--- config.mk ---
export PLATFORM = sky130hd
export DESIGN_NAME = udp_loop_top
export DESIGN_NICKNAME = d
export VERILOG_FILES = /design/src/hw/eth_frame_pkg.sv /design/src/hw/axis_pkg.sv /design/src/hw/pkt_gen.sv /design/src/hw/udp_tx_framer.sv /design/src/hw/axis_downsizer.sv /design/src/hw/axis_upsizer.sv /design/src/hw/udp_rx_checker.sv /design/src/hw/udp_loop_top.sv
export VERILOG_INCLUDE_DIRS = /design/src /design/src/hw
export SDC_FILE = /design/constraint.sdc
export NUM_CORES = 1
export LEC_CHECK = 0
export BUFFER_PORTS_ARGS = -buffer_cell sky130_fd_sc_hd__clkbuf_2
export CORE_MARGIN = 2
export CORE_UTILIZATION = 59
export DETAILED_ROUTE_END_ITERATION = 7
export PLACE_DENSITY = 0.86
export RECOVER_POWER = 100
export SETUP_SLACK_MARGIN = 0.2
export SYNTH_ARGS = -nofsm -noshare
export SYNTH_HDL_FRONTEND = slang
export SYNTH_SLANG_ARGS = --single-unit
--- constraint.sdc ---
create_clock -name pkt_clk -period 3.9 [get_ports pkt_clk]
set_input_delay 0.585 -clock pkt_clk [delete_from_list [all_inputs] [get_ports pkt_clk]]
set_output_delay 0.585 -clock pkt_clk [all_outputs]
set_load 0.005 [all_outputs]
--- src/hw/udp_loop_defines.svh ---
`ifndef UDP_LOOP_DEFINES_SVH
`define UDP_LOOP_DEFINES_SVH

// stream widths
`define UDP_WIDE_W     64
`define UDP_NARROW_W   32

// payload beats per packet, 1 to 15
`define UDP_BEATS_W    4

// fixed udp ports
`define UDP_SRC_PORT   16'h1234
`define UDP_DST_PORT   16'h5678

`define UDP_HDR_BYTES  8   // one wide beat of header
`define UDP_CNT_W      16  // status counter width

`endif

--- src/hw/eth_frame_pkg.sv ---
`default_nettype none

package eth_frame_pkg;

  // field order follows the udp header on the wire, src_port in the top bits
  typedef struct packed {
    logic [15:0] src_port;
    logic [15:0] dst_port;
    logic [15:0] length;    // header plus payload, in bytes
    logic [15:0] checksum;  // zero means not used
  } udp_hdr_t;

  // one wide word seen as header fields or as a plain data word
  typedef union packed {
    udp_hdr_t    f;
    logic [63:0] raw;
  } udp_hdr_u;

endpackage

`default_nettype wire

--- src/hw/axis_pkg.sv ---
`default_nettype none
`include "udp_loop_defines.svh"

package axis_pkg;

  // last sits in bit 0, data above it
  typedef struct packed {
    logic [`UDP_WIDE_W-1:0]   data;
    logic                     last;
  } wide_beat_t;

  typedef struct packed {
    logic [`UDP_NARROW_W-1:0] data;
    logic                     last;
  } narrow_beat_t;

endpackage

`default_nettype wire

--- src/hw/pkt_gen.sv ---
`timescale 1ns/100ps
`default_nettype none
`include "udp_loop_defines.svh"

module pkt_gen (
  input  wire                      pkt_clk,
  input  wire                      rst_n,
  input  wire                      gen_en,
  input  wire [`UDP_BEATS_W-1:0]   payload_beats,
  output axis_pkg::wide_beat_t     out_beat,
  output logic                     out_valid,
  input  wire                      out_ready
);

  logic                    active_q;  // packet in progress
  logic [`UDP_BEATS_W-1:0] beats_q;   // payload length of current packet
  logic [`UDP_BEATS_W-1:0] idx_q;     // next payload beat number
  logic [15:0]             seq_q;
  logic [31:0]             word_hi;
  logic                    is_last;
  logic                    load;

  assign word_hi = {seq_q, 16'(idx_q)};           // seq on top, beat number below
  assign is_last = (idx_q == beats_q - 1'b1);
  assign load    = active_q && (!out_valid || out_ready);

  always_ff @(posedge pkt_clk or negedge rst_n) begin
    if (!rst_n) begin
      active_q  <= 1'b0;
      beats_q   <= '0;
      idx_q     <= '0;
      seq_q     <= '0;
      out_valid <= 1'b0;
    end else begin
      if (load) begin
        out_valid <= 1'b1;
        idx_q     <= idx_q + 1'b1;
        if (is_last) begin
          active_q <= 1'b0;
          seq_q    <= seq_q + 1'b1;  // wraps at 2^16
        end
      end else if (out_ready) begin
        out_valid <= 1'b0;
      end
      // may start while the previous last beat still waits
      if (!active_q && gen_en) begin
        active_q <= 1'b1;
        beats_q  <= payload_beats;
        idx_q    <= '0;
      end
    end
  end

  always_ff @(posedge pkt_clk) begin
    if (load) begin
      out_beat.data <= {word_hi, ~word_hi};  // low word is the inverse
      out_beat.last <= is_last;
    end
  end

endmodule

`default_nettype wire

--- src/hw/udp_tx_framer.sv ---
`timescale 1ns/100ps
`default_nettype none
`include "udp_loop_defines.svh"

module udp_tx_framer (
  input  wire                      pkt_clk,
  input  wire                      rst_n,
  input  wire [`UDP_BEATS_W-1:0]   payload_beats,
  input  wire axis_pkg::wide_beat_t in_beat,
  input  wire                      in_valid,
  output logic                     in_ready,
  output axis_pkg::wide_beat_t     out_beat,
  output logic                     out_valid,
  input  wire                      out_ready
);

  import eth_frame_pkg::*;

  typedef enum logic {
    ST_HDR,
    ST_PAY
  } state_t;

  state_t   state_q;
  udp_hdr_u hdr;
  logic     can_load;
  logic     hdr_load;
  logic     pay_load;

  // payload_beats has to hold until the header beat is loaded
  always_comb begin
    hdr.f.src_port = `UDP_SRC_PORT;
    hdr.f.dst_port = `UDP_DST_PORT;
    hdr.f.length   = 16'(`UDP_HDR_BYTES * (payload_beats + 1));
    hdr.f.checksum = 16'h0000;
  end

  assign can_load = !out_valid || out_ready;
  assign in_ready = (state_q == ST_PAY) && can_load;  // payload held back during header
  assign hdr_load = (state_q == ST_HDR) && in_valid && can_load;
  assign pay_load = in_valid && in_ready;

  always_ff @(posedge pkt_clk or negedge rst_n) begin
    if (!rst_n) begin
      state_q   <= ST_HDR;
      out_valid <= 1'b0;
    end else begin
      if (hdr_load) begin
        out_valid <= 1'b1;
        state_q   <= ST_PAY;
      end else if (pay_load) begin
        out_valid <= 1'b1;
        if (in_beat.last)
          state_q <= ST_HDR;  // next packet gets its own header
      end else if (out_ready) begin
        out_valid <= 1'b0;
      end
    end
  end

  always_ff @(posedge pkt_clk) begin
    if (hdr_load) begin
      out_beat.data <= hdr.raw;
      out_beat.last <= 1'b0;
    end else if (pay_load) begin
      out_beat <= in_beat;
    end
  end

endmodule

`default_nettype wire

--- src/hw/axis_downsizer.sv ---
`timescale 1ns/100ps
`default_nettype none
`include "udp_loop_defines.svh"

module axis_downsizer (
  input  wire                        pkt_clk,
  input  wire                        rst_n,
  input  wire axis_pkg::wide_beat_t  in_beat,
  input  wire                        in_valid,
  output logic                       in_ready,
  output axis_pkg::narrow_beat_t     out_beat,
  output logic                       out_valid,
  input  wire                        out_ready
);

  import axis_pkg::*;

  wide_beat_t hold_q;
  logic       full_q;
  logic       half_q;  // 0 lower half, 1 upper half

  // refill as the upper half leaves
  assign in_ready  = !full_q || (out_ready && half_q);
  assign out_valid = full_q;

  always_comb begin
    out_beat.data = half_q ? hold_q.data[`UDP_WIDE_W-1:`UDP_NARROW_W]
                           : hold_q.data[`UDP_NARROW_W-1:0];
    out_beat.last = half_q && hold_q.last;  // last rides on the upper half only
  end

  always_ff @(posedge pkt_clk or negedge rst_n) begin
    if (!rst_n) begin
      full_q <= 1'b0;
      half_q <= 1'b0;
    end else if (in_valid && in_ready) begin
      full_q <= 1'b1;
      half_q <= 1'b0;
    end else if (out_valid && out_ready) begin
      half_q <= ~half_q;
      if (half_q)
        full_q <= 1'b0;
    end
  end

  always_ff @(posedge pkt_clk) begin
    if (in_valid && in_ready)
      hold_q <= in_beat;
  end

endmodule

`default_nettype wire

--- src/hw/axis_upsizer.sv ---
`timescale 1ns/100ps
`default_nettype none
`include "udp_loop_defines.svh"

module axis_upsizer (
  input  wire                          pkt_clk,
  input  wire                          rst_n,
  input  wire axis_pkg::narrow_beat_t  in_beat,
  input  wire                          in_valid,
  output logic                         in_ready,
  output axis_pkg::wide_beat_t         out_beat,
  output logic                         out_valid
);

  logic [`UDP_NARROW_W-1:0] lo_q;       // first half waiting for its partner
  logic                     have_lo_q;
  logic                     sink_ready;
  logic                     take;

  // checker downstream never stalls
  assign sink_ready = 1'b1;
  assign in_ready   = !out_valid || sink_ready;
  assign take       = in_valid && in_ready;

  always_ff @(posedge pkt_clk or negedge rst_n) begin
    if (!rst_n) begin
      have_lo_q <= 1'b0;
      out_valid <= 1'b0;
    end else begin
      if (out_valid && sink_ready)
        out_valid <= 1'b0;  // joined beat shown one cycle
      if (take) begin
        if (have_lo_q) begin
          have_lo_q <= 1'b0;
          out_valid <= 1'b1;
        end else begin
          have_lo_q <= 1'b1;
        end
      end
    end
  end

  always_ff @(posedge pkt_clk) begin
    if (take && !have_lo_q)
      lo_q <= in_beat.data;
    if (take && have_lo_q) begin
      out_beat.data <= {in_beat.data, lo_q};
      out_beat.last <= in_beat.last;  // last of the first half is ignored
    end
  end

endmodule

`default_nettype wire

--- src/hw/udp_rx_checker.sv ---
`timescale 1ns/100ps
`default_nettype none
`include "udp_loop_defines.svh"

module udp_rx_checker (
  input  wire                        pkt_clk,
  input  wire                        rst_n,
  input  wire axis_pkg::wide_beat_t  in_beat,
  input  wire                        in_valid,
  output logic [`UDP_CNT_W-1:0]      pkt_count,
  output logic [`UDP_CNT_W-1:0]      err_count,
  output logic                       err_flag
);

  import eth_frame_pkg::*;

  udp_hdr_u    hdr;
  logic        at_hdr_q;    // next beat is a header
  logic [15:0] idx_q;       // payload beat number
  logic [15:0] len_q;       // length field of current packet
  logic        bad_q;       // packet bad so far
  logic        done_q;
  logic        done_bad_q;
  logic [31:0] exp_hi;
  logic [15:0] len_now;
  logic [15:0] rx_bytes;
  logic        hdr_bad;
  logic        word_bad;
  logic        len_bad;
  logic        pkt_bad;

  always_comb begin
    hdr.raw  = in_beat.data;
    hdr_bad  = (hdr.f.src_port != `UDP_SRC_PORT) || (hdr.f.dst_port != `UDP_DST_PORT) ||
               (hdr.f.checksum != 16'h0000);
    exp_hi   = {pkt_count[15:0], idx_q};  // sequence must equal pkt_count
    word_bad = (in_beat.data != {exp_hi, ~exp_hi});
    len_now  = at_hdr_q ? hdr.f.length : len_q;
    rx_bytes = at_hdr_q ? 16'(`UDP_HDR_BYTES) : 16'(`UDP_HDR_BYTES * (idx_q + 2));
    len_bad  = (len_now != rx_bytes);
    pkt_bad  = (at_hdr_q ? hdr_bad : (bad_q || word_bad)) || len_bad;
  end

  always_ff @(posedge pkt_clk or negedge rst_n) begin
    if (!rst_n) begin
      at_hdr_q   <= 1'b1;
      idx_q      <= '0;
      len_q      <= '0;
      bad_q      <= 1'b0;
      done_q     <= 1'b0;
      done_bad_q <= 1'b0;
      pkt_count  <= '0;
      err_count  <= '0;
      err_flag   <= 1'b0;
    end else begin
      done_q     <= in_valid && in_beat.last;
      done_bad_q <= pkt_bad;
      if (in_valid) begin
        at_hdr_q <= in_beat.last;
        if (at_hdr_q) begin
          len_q <= hdr.f.length;
          bad_q <= hdr_bad;
          idx_q <= '0;
        end else begin
          bad_q <= bad_q || word_bad;
          idx_q <= idx_q + 1'b1;
        end
      end
      // counters follow one edge after the last beat
      if (done_q) begin
        pkt_count <= pkt_count + 1'b1;
        if (done_bad_q) begin
          err_count <= err_count + 1'b1;
          err_flag  <= 1'b1;  // sticky
        end
      end
    end
  end

endmodule

`default_nettype wire

--- src/hw/udp_loop_top.sv ---
`timescale 1ns/100ps
`default_nettype none
`include "udp_loop_defines.svh"

module udp_loop_top (
  input  wire                          pkt_clk,
  input  wire                          rst_n,
  input  wire                          gen_en,
  input  wire [`UDP_BEATS_W-1:0]       payload_beats,
  output axis_pkg::narrow_beat_t       tx_beat,
  output logic                         tx_valid,
  input  wire                          tx_ready,
  input  wire axis_pkg::narrow_beat_t  rx_beat,
  input  wire                          rx_valid,
  output logic                         rx_ready,
  output logic [`UDP_CNT_W-1:0]        pkt_count,
  output logic [`UDP_CNT_W-1:0]        err_count,
  output logic                         err_flag
);

  import axis_pkg::*;

  wide_beat_t gen_beat;  // generator to framer
  logic       gen_valid;
  logic       gen_ready;
  wide_beat_t frm_beat;  // framer to downsizer
  logic       frm_valid;
  logic       frm_ready;
  wide_beat_t ups_beat;  // upsizer to checker
  logic       ups_valid;

  pkt_gen u_pkt_gen (
    .pkt_clk       (pkt_clk),
    .rst_n         (rst_n),
    .gen_en        (gen_en),
    .payload_beats (payload_beats),
    .out_beat      (gen_beat),
    .out_valid     (gen_valid),
    .out_ready     (gen_ready)
  );

  udp_tx_framer u_udp_tx_framer (
    .pkt_clk       (pkt_clk),
    .rst_n         (rst_n),
    .payload_beats (payload_beats),
    .in_beat       (gen_beat),
    .in_valid      (gen_valid),
    .in_ready      (gen_ready),
    .out_beat      (frm_beat),
    .out_valid     (frm_valid),
    .out_ready     (frm_ready)
  );

  axis_downsizer u_axis_downsizer (
    .pkt_clk   (pkt_clk),
    .rst_n     (rst_n),
    .in_beat   (frm_beat),
    .in_valid  (frm_valid),
    .in_ready  (frm_ready),
    .out_beat  (tx_beat),
    .out_valid (tx_valid),
    .out_ready (tx_ready)
  );

  axis_upsizer u_axis_upsizer (
    .pkt_clk   (pkt_clk),
    .rst_n     (rst_n),
    .in_beat   (rx_beat),
    .in_valid  (rx_valid),
    .in_ready  (rx_ready),
    .out_beat  (ups_beat),
    .out_valid (ups_valid)
  );

  udp_rx_checker u_udp_rx_checker (
    .pkt_clk   (pkt_clk),
    .rst_n     (rst_n),
    .in_beat   (ups_beat),
    .in_valid  (ups_valid),
    .pkt_count (pkt_count),
    .err_count (err_count),
    .err_flag  (err_flag)
  );

endmodule

`default_nettype wire

# After elaboration in Yosys (flattened, before gate mapping)
# Cells that the tools add are included.
# W data, S select, Z words.
# word_totals
ram_bits	0
ff_bits	371
latch_bits	0
input_bits	42
word_cells	114
rom_bits	0
out_inout_bits	68
memories	0
# classes
shifts	0
mul	0
mux	28
eq_ne	5
n_addsub	8
div	0
n_bitwise	4
order_cmp	0
n_reduce_logical	39
# ops
op	n
$mux W33	2
$add A16 B1 Y16 const B	4
$ne A64 B64 Y1	1
$not A32 Y32	2
$mux W16	3
$mux W32	1
$mux W1	20
$ne A16 B13 Y1 const B	1
$ne A16 B15 Y1 const B	1
$ne A16 B16 Y1	1
$reduce_bool A16 Y1	1
$reduce_bool A2 Y1	7
$add A13 B2 Y13 const B	1
$logic_and A1 B1 Y1	13
$reduce_and A2 Y1	5
$mux W4	2
$logic_or A1 B1 Y1	7
$add A4 B1 Y5 const B	1
$logic_not A1 Y1	5
$add A4 B1 Y4 const B	1
$eq A4 B4 Y1	1
$sub A4 B1 Y4 const B	1
$reduce_bool A3 Y1	1
$not A1 Y1	2

# Depth between registers and ports, before layout
# depth
ltp_word	8
mapped_depth	9
mapped_depth_nobuf	8

# Hierarchy
# A second synthesis with hierarchy kept.
# unflattened
cells_unflattened	1046
area_unflattened_um2	14916.8
# modules_own_cells
mod	seq_area_each_um2	cells_each	instances	area_per_inst_um2
udp_rx_checker	1727.9	432	1	4186.5
axis_upsizer	2962.8	104	1	2999.1
pkt_gen	1881.8	203	1	2756.4
axis_downsizer	2001.9	111	1	2567.5
udp_tx_framer	1481.4	196	1	2407.3

# Worst setup path after synthesis
# No wires, ideal clock.
# synth_path
path_type	input to register
startpoint	in tx_ready
endpoint	reg u_axis_downsizer.hold_q[0] (netlist bit), enable pin
arrival_time_ns	2.584
stages	2
path_slack_ns	0.868
setup_ns	0.449
n_path_buf	0
required_time_ns	3.451
cell_sequence	a21boi_2 > nor2b_1
# synth_between
elab_chain_len	3
# synth_rtl
element	line_no	text
from (decl)	udp_loop_top.sv:12	input wire tx_ready,
$logic_and A1 B1 Y1	axis_downsizer.sv:23	assign in_ready = !full_q || (out_ready && half_q);
$logic_or A1 B1 Y1	axis_downsizer.sv:23	
$logic_and A1 B1 Y1	axis_downsizer.sv:47	if (in_valid && in_ready)
to (signal assigned)	axis_downsizer.sv:48	hold_q <= in_beat;
to (decl)	axis_downsizer.sv:18	wide_beat_t hold_q;
# Every way passes these cells.
# A chain may end at the register's enable or synchronous reset.

# Worst setup path in the final report
# layout_path
startpoint	reg u_axis_upsizer.have_lo_q
endpoint	reg u_axis_upsizer.out_beat[42] (netlist bit), enable pin
# layout_between
elab_chain_len	1
# layout_rtl
element	line_no	text
from (decl)	axis_upsizer.sv:16	logic have_lo_q;
from (signal assigned)	axis_upsizer.sv:27	have_lo_q <= 1'b0;
from (signal assigned)	axis_upsizer.sv:34	have_lo_q <= 1'b0;
from (signal assigned)	axis_upsizer.sv:37	have_lo_q <= 1'b1;
$logic_and A1 B1 Y1	axis_upsizer.sv:46	if (take && have_lo_q) begin
to (decl)	axis_upsizer.sv:11	output axis_pkg::wide_beat_t out_beat,
# Every way passes these cells.

==> impl_metrics.toml <==
[critical_path]
regToRegStartpoint = "u_axis_upsizer.have_lo_q"
start_kind = "register"
r2r_setup_slack_ns = 0.78
worstPathRequired_ns = 4.02
crit_type = "reg -> reg"
cpPeakStageDelay_ns = 1.71
crit_chain = "and2_0 > clkbuf_1"
arrival_ns = 3.23
cp_max_fo = 37
crit_slowest_cell = "and2_0"
path_buf_inv = 1
ff2ff_path_depth = 2
crit_family = "simple AND/OR/NAND/NOR gates"
critPathCaptureType = "register"
reg2reg_to = "u_axis_upsizer.out_beat[42]"

[sta]
fin_crit_ns = 3.12
setup-tns-final_ns = 0
fin_crit_sh_pct = 79.9
worst_slew_pin_slew_ns = 2.32
setup_viol = 0
fin_skew_ns = 0.0258
rsz0062_at_grt = "no"
max_freq_ghz = 0.321
hold_viol_final = 0
slew_violations = 164
slew_headroom_pct = -55.0

[logic_synthesis]
syn-num-nets = 1018
async_flop_share_pct = 31.1
yosysSeqAreaShare_pct = 68.7
synth_edf_count = 194
synth-main-ff-cell = "edfxtp_1"
synth_largest_area_cell = "edfxtp_1"
synthCells = 968
post_synth_main_area_contributors = "edfxtp_1 45%, dfrtp_1 19%, xnor2_1 4.8%"
ys_ff_latch = 325
synth_area_um2 = 13000
synth.distinct_cells = 68
avgSynthCellArea_um2 = 13.5
ys_warn_count = 0
synth_top_cell_area_share_pct = 44.7

[global_route]
grt.overflow.total = 0
grt_max_degree = 94
grt_pass1_wl_um = 40000
antenna_found_initial = 0
grt_pass1_vias = 7746
grt_usage_pct = 21.3

[floorplanning]
row_count = 54
dieHeight_um = 153
coreArea_um2 = 21800
start_util_pct = 59.9
die_w_um = 153
dieArea_um2 = 23300
num_io_pins = 110

[place]
dpl.hpwl_um = 16600
port_buffers = 108
place.gp.congestion = 0.952

[cells_and_area]
drive_above_1_share_pct = 13.7
nets = 1125
utilization_pct = 67.7
diodes = 0
syn2layout_area_growth_pct = 12.9

[clocking]
cts_buffers = 34
cts.clk_slew.worst_paths_ns = 0.06
clock_sinks = 325
clk_latency_ns = 0.51
cts_max_path_buffers = 3
clockRootBuffer = "clkbuf_16"
cts_tree = "yes"
cts_max_level = 2

[power_and_ir_drop]
vdd.ir_drop.worst_v = 0.000434
power_density_nw_per_um2 = 658
leakagePower_nw = 5.60
power_mw = 9.69

[min_path]
holdCritPathClass = "in -> reg"
hold_path_end = "u_axis_upsizer.out_beat[0]"
worstHoldStart = "rx_beat[0]"
min_path_cells = 1

[detailed_routing]
drt-total-wl_um = 24500
drc_errors = 0
wl_met2_um = 12200
vias = 7749
avgViaCountPerCell = 5.62
drt-initial-drc-count = 606
first_pass_iters = 7
antenna_left = 0
drt-met1-wl_um = 10000
top_layer_used = "met4"
wl_met3_um = 1320
routedWlPerCell_um = 17.8

[flow_run]
cap_violations = 4

[status]
violations = "max-capacitance violations, max-slew violations"
status = "finished, violations left"
[per-stage QoR]
step	cells	worst slack [ns]	cell area [um2]	hold slack, ns
after floorplan	968	0.868	13000	0.289
after global placement	1318	1.27	13800	0.401
after detailed placement	1318	1.17	13800	0.405
after CTS	1380	1.12	14900	0.252
final	1380	0.784	14700	0.266
after global routing	1380	0.510	14700	0.246
[power by group]
part	internal, mW	leakage, nW	switching (mW)
combinational	0.723	1.81	0.868
clock	1.76	0.508	1.26
sequential	4.50	3.28	0.573
[Yosys cell counts (2+ instances only)]
master,instances
nand3_1,51
edfxtp_1,194
xor2_1,32
or3_1,4
a21oi_1,17
ha_1,8
nor3_1,14
o21ai_0,16
nand4_1,23
nor2b_1,10
a31oi_1,7
or2_2,2
xnor2_1,72
and3_1,16
nor2_1,45
o22ai_1,8
nand2b_1,12
nand2_1,89
a211oi_1,3
nand3b_1,4
dfxtp_1,30
a22oi_1,3
buf_4,12
and4_1,3
nor4_1,12
and2_1,6
mux2_2,41
o221ai_1,2
inv_1,42
buf_1,4
nor4b_1,6
nor3_2,2
a21o_1,2
dfrtp_1,100
and4b_1,2
a2111oi_0,3
clkbuf_1,31
nor3b_1,7
mux2i_1,4
[registers in the layout, indices dropped and copies added (netlist names), 4 cells and up]
signal,cells
u_axis_upsizer.out_beat,65
u_axis_downsizer.hold_q,43
u_udp_tx_framer.out_beat,43
u_pkt_gen.out_beat,41
u_axis_upsizer.lo_q,32
u_pkt_gen.seq_q,16
u_udp_rx_checker.err_count,16
u_udp_rx_checker.idx_q,16
u_udp_rx_checker.len_q,16
u_udp_rx_checker.pkt_count,16
u_pkt_gen.beats_q,4
u_pkt_gen.idx_q,4
[timing repair]
| action | CTS | global route |
|---|---|---|
| gates resized for setup | 0 | 0 |
| endpoints found under the hold margin | 8 | 0 |
| setup buffers | 0 | 0 |
| hold buffers | 1 | 0 |
[worst max path at each step]
| stage | slack, ns | start | endpoint | cells after the start |
|---|---|---|---|---|
| floorplan | 0.87 | tx_ready | u_axis_downsizer.hold_q[0] | 2 |
| global placement | 1.27 | tx_ready | u_pkt_gen.out_beat[31] | 6 |
| detailed placement | 1.17 | u_pkt_gen.beats_q[0] | u_pkt_gen.seq_q[15] | 8 |
| CTS | 1.12 | u_pkt_gen.beats_q[0] | u_pkt_gen.seq_q[15] | 8 |
| global route | 0.51 | u_axis_upsizer.have_lo_q | u_axis_upsizer.out_beat[40] | 2 |
| finish | 0.78 | u_axis_upsizer.have_lo_q | u_axis_upsizer.out_beat[42] | 2 |
[final cells by class]
type / count / area (um2)
multi-input combinational: 552 / 3660
clock inverter: 14 / 108
inverter: 43 / 161
tap: 280 / 350
clock buffer: 47 / 941
sequential: 325 / 8950
fill: 1500 / 7040
timing repair buffer: 119 / 541
[worst register-to-register path, stage by stage (launching register included)]
cell	delay, ns
dfrtp_1	0.38
and2_0	1.71
clkbuf_1	0.65
[layout by cell type (no fill, tap or decap), types with 4 or more instances in the layout]
cell,count
ha_1,8
clkbuf_16,35
nor3_1,16
mux2_2,41
a21oi_1,17
nor4b_1,6
xor2_1,32
dfxtp_1,30
nor2_1,45
o22ai_1,8
xnor2_1,72
clkinv_2,6
nand2_1,89
clkbuf_2,51
a31oi_1,7
nor3b_1,7
inv_1,42
nand4_1,23
or3_1,4
nand2b_1,12
nor4_1,13
nand3b_1,4
edfxtp_1,194
nand3_1,51
and3_1,16
clkbuf_1,73
dfrtp_1,100
and2_0,6
o21ai_0,16
mux2i_1,4
nor2b_1,8
[layer usage]
metal / vias to the layer above / GRT usage [%]
met1: 3749 / 27.1
met3: 76 / 3.61
li1: 3662 / -
met2: 262 / 36.5
met4: 0 / 9.04
met5: - / 0
[cells by family (layout without fill, tap and decap cells)]
group,count (synthesis),count (layout),share of synthesized area (%)
simple gates,317,317,12.7
buf+inv,91,223,2.98
fa+ha+maj,8,8,0.768
flops,325,325,68.7
compound gates,76,76,3.85
other cells,1,1,0.0288
xor+xnor,105,105,7.17
mux,45,45,3.85
Power figures use the tool's default switching activity.
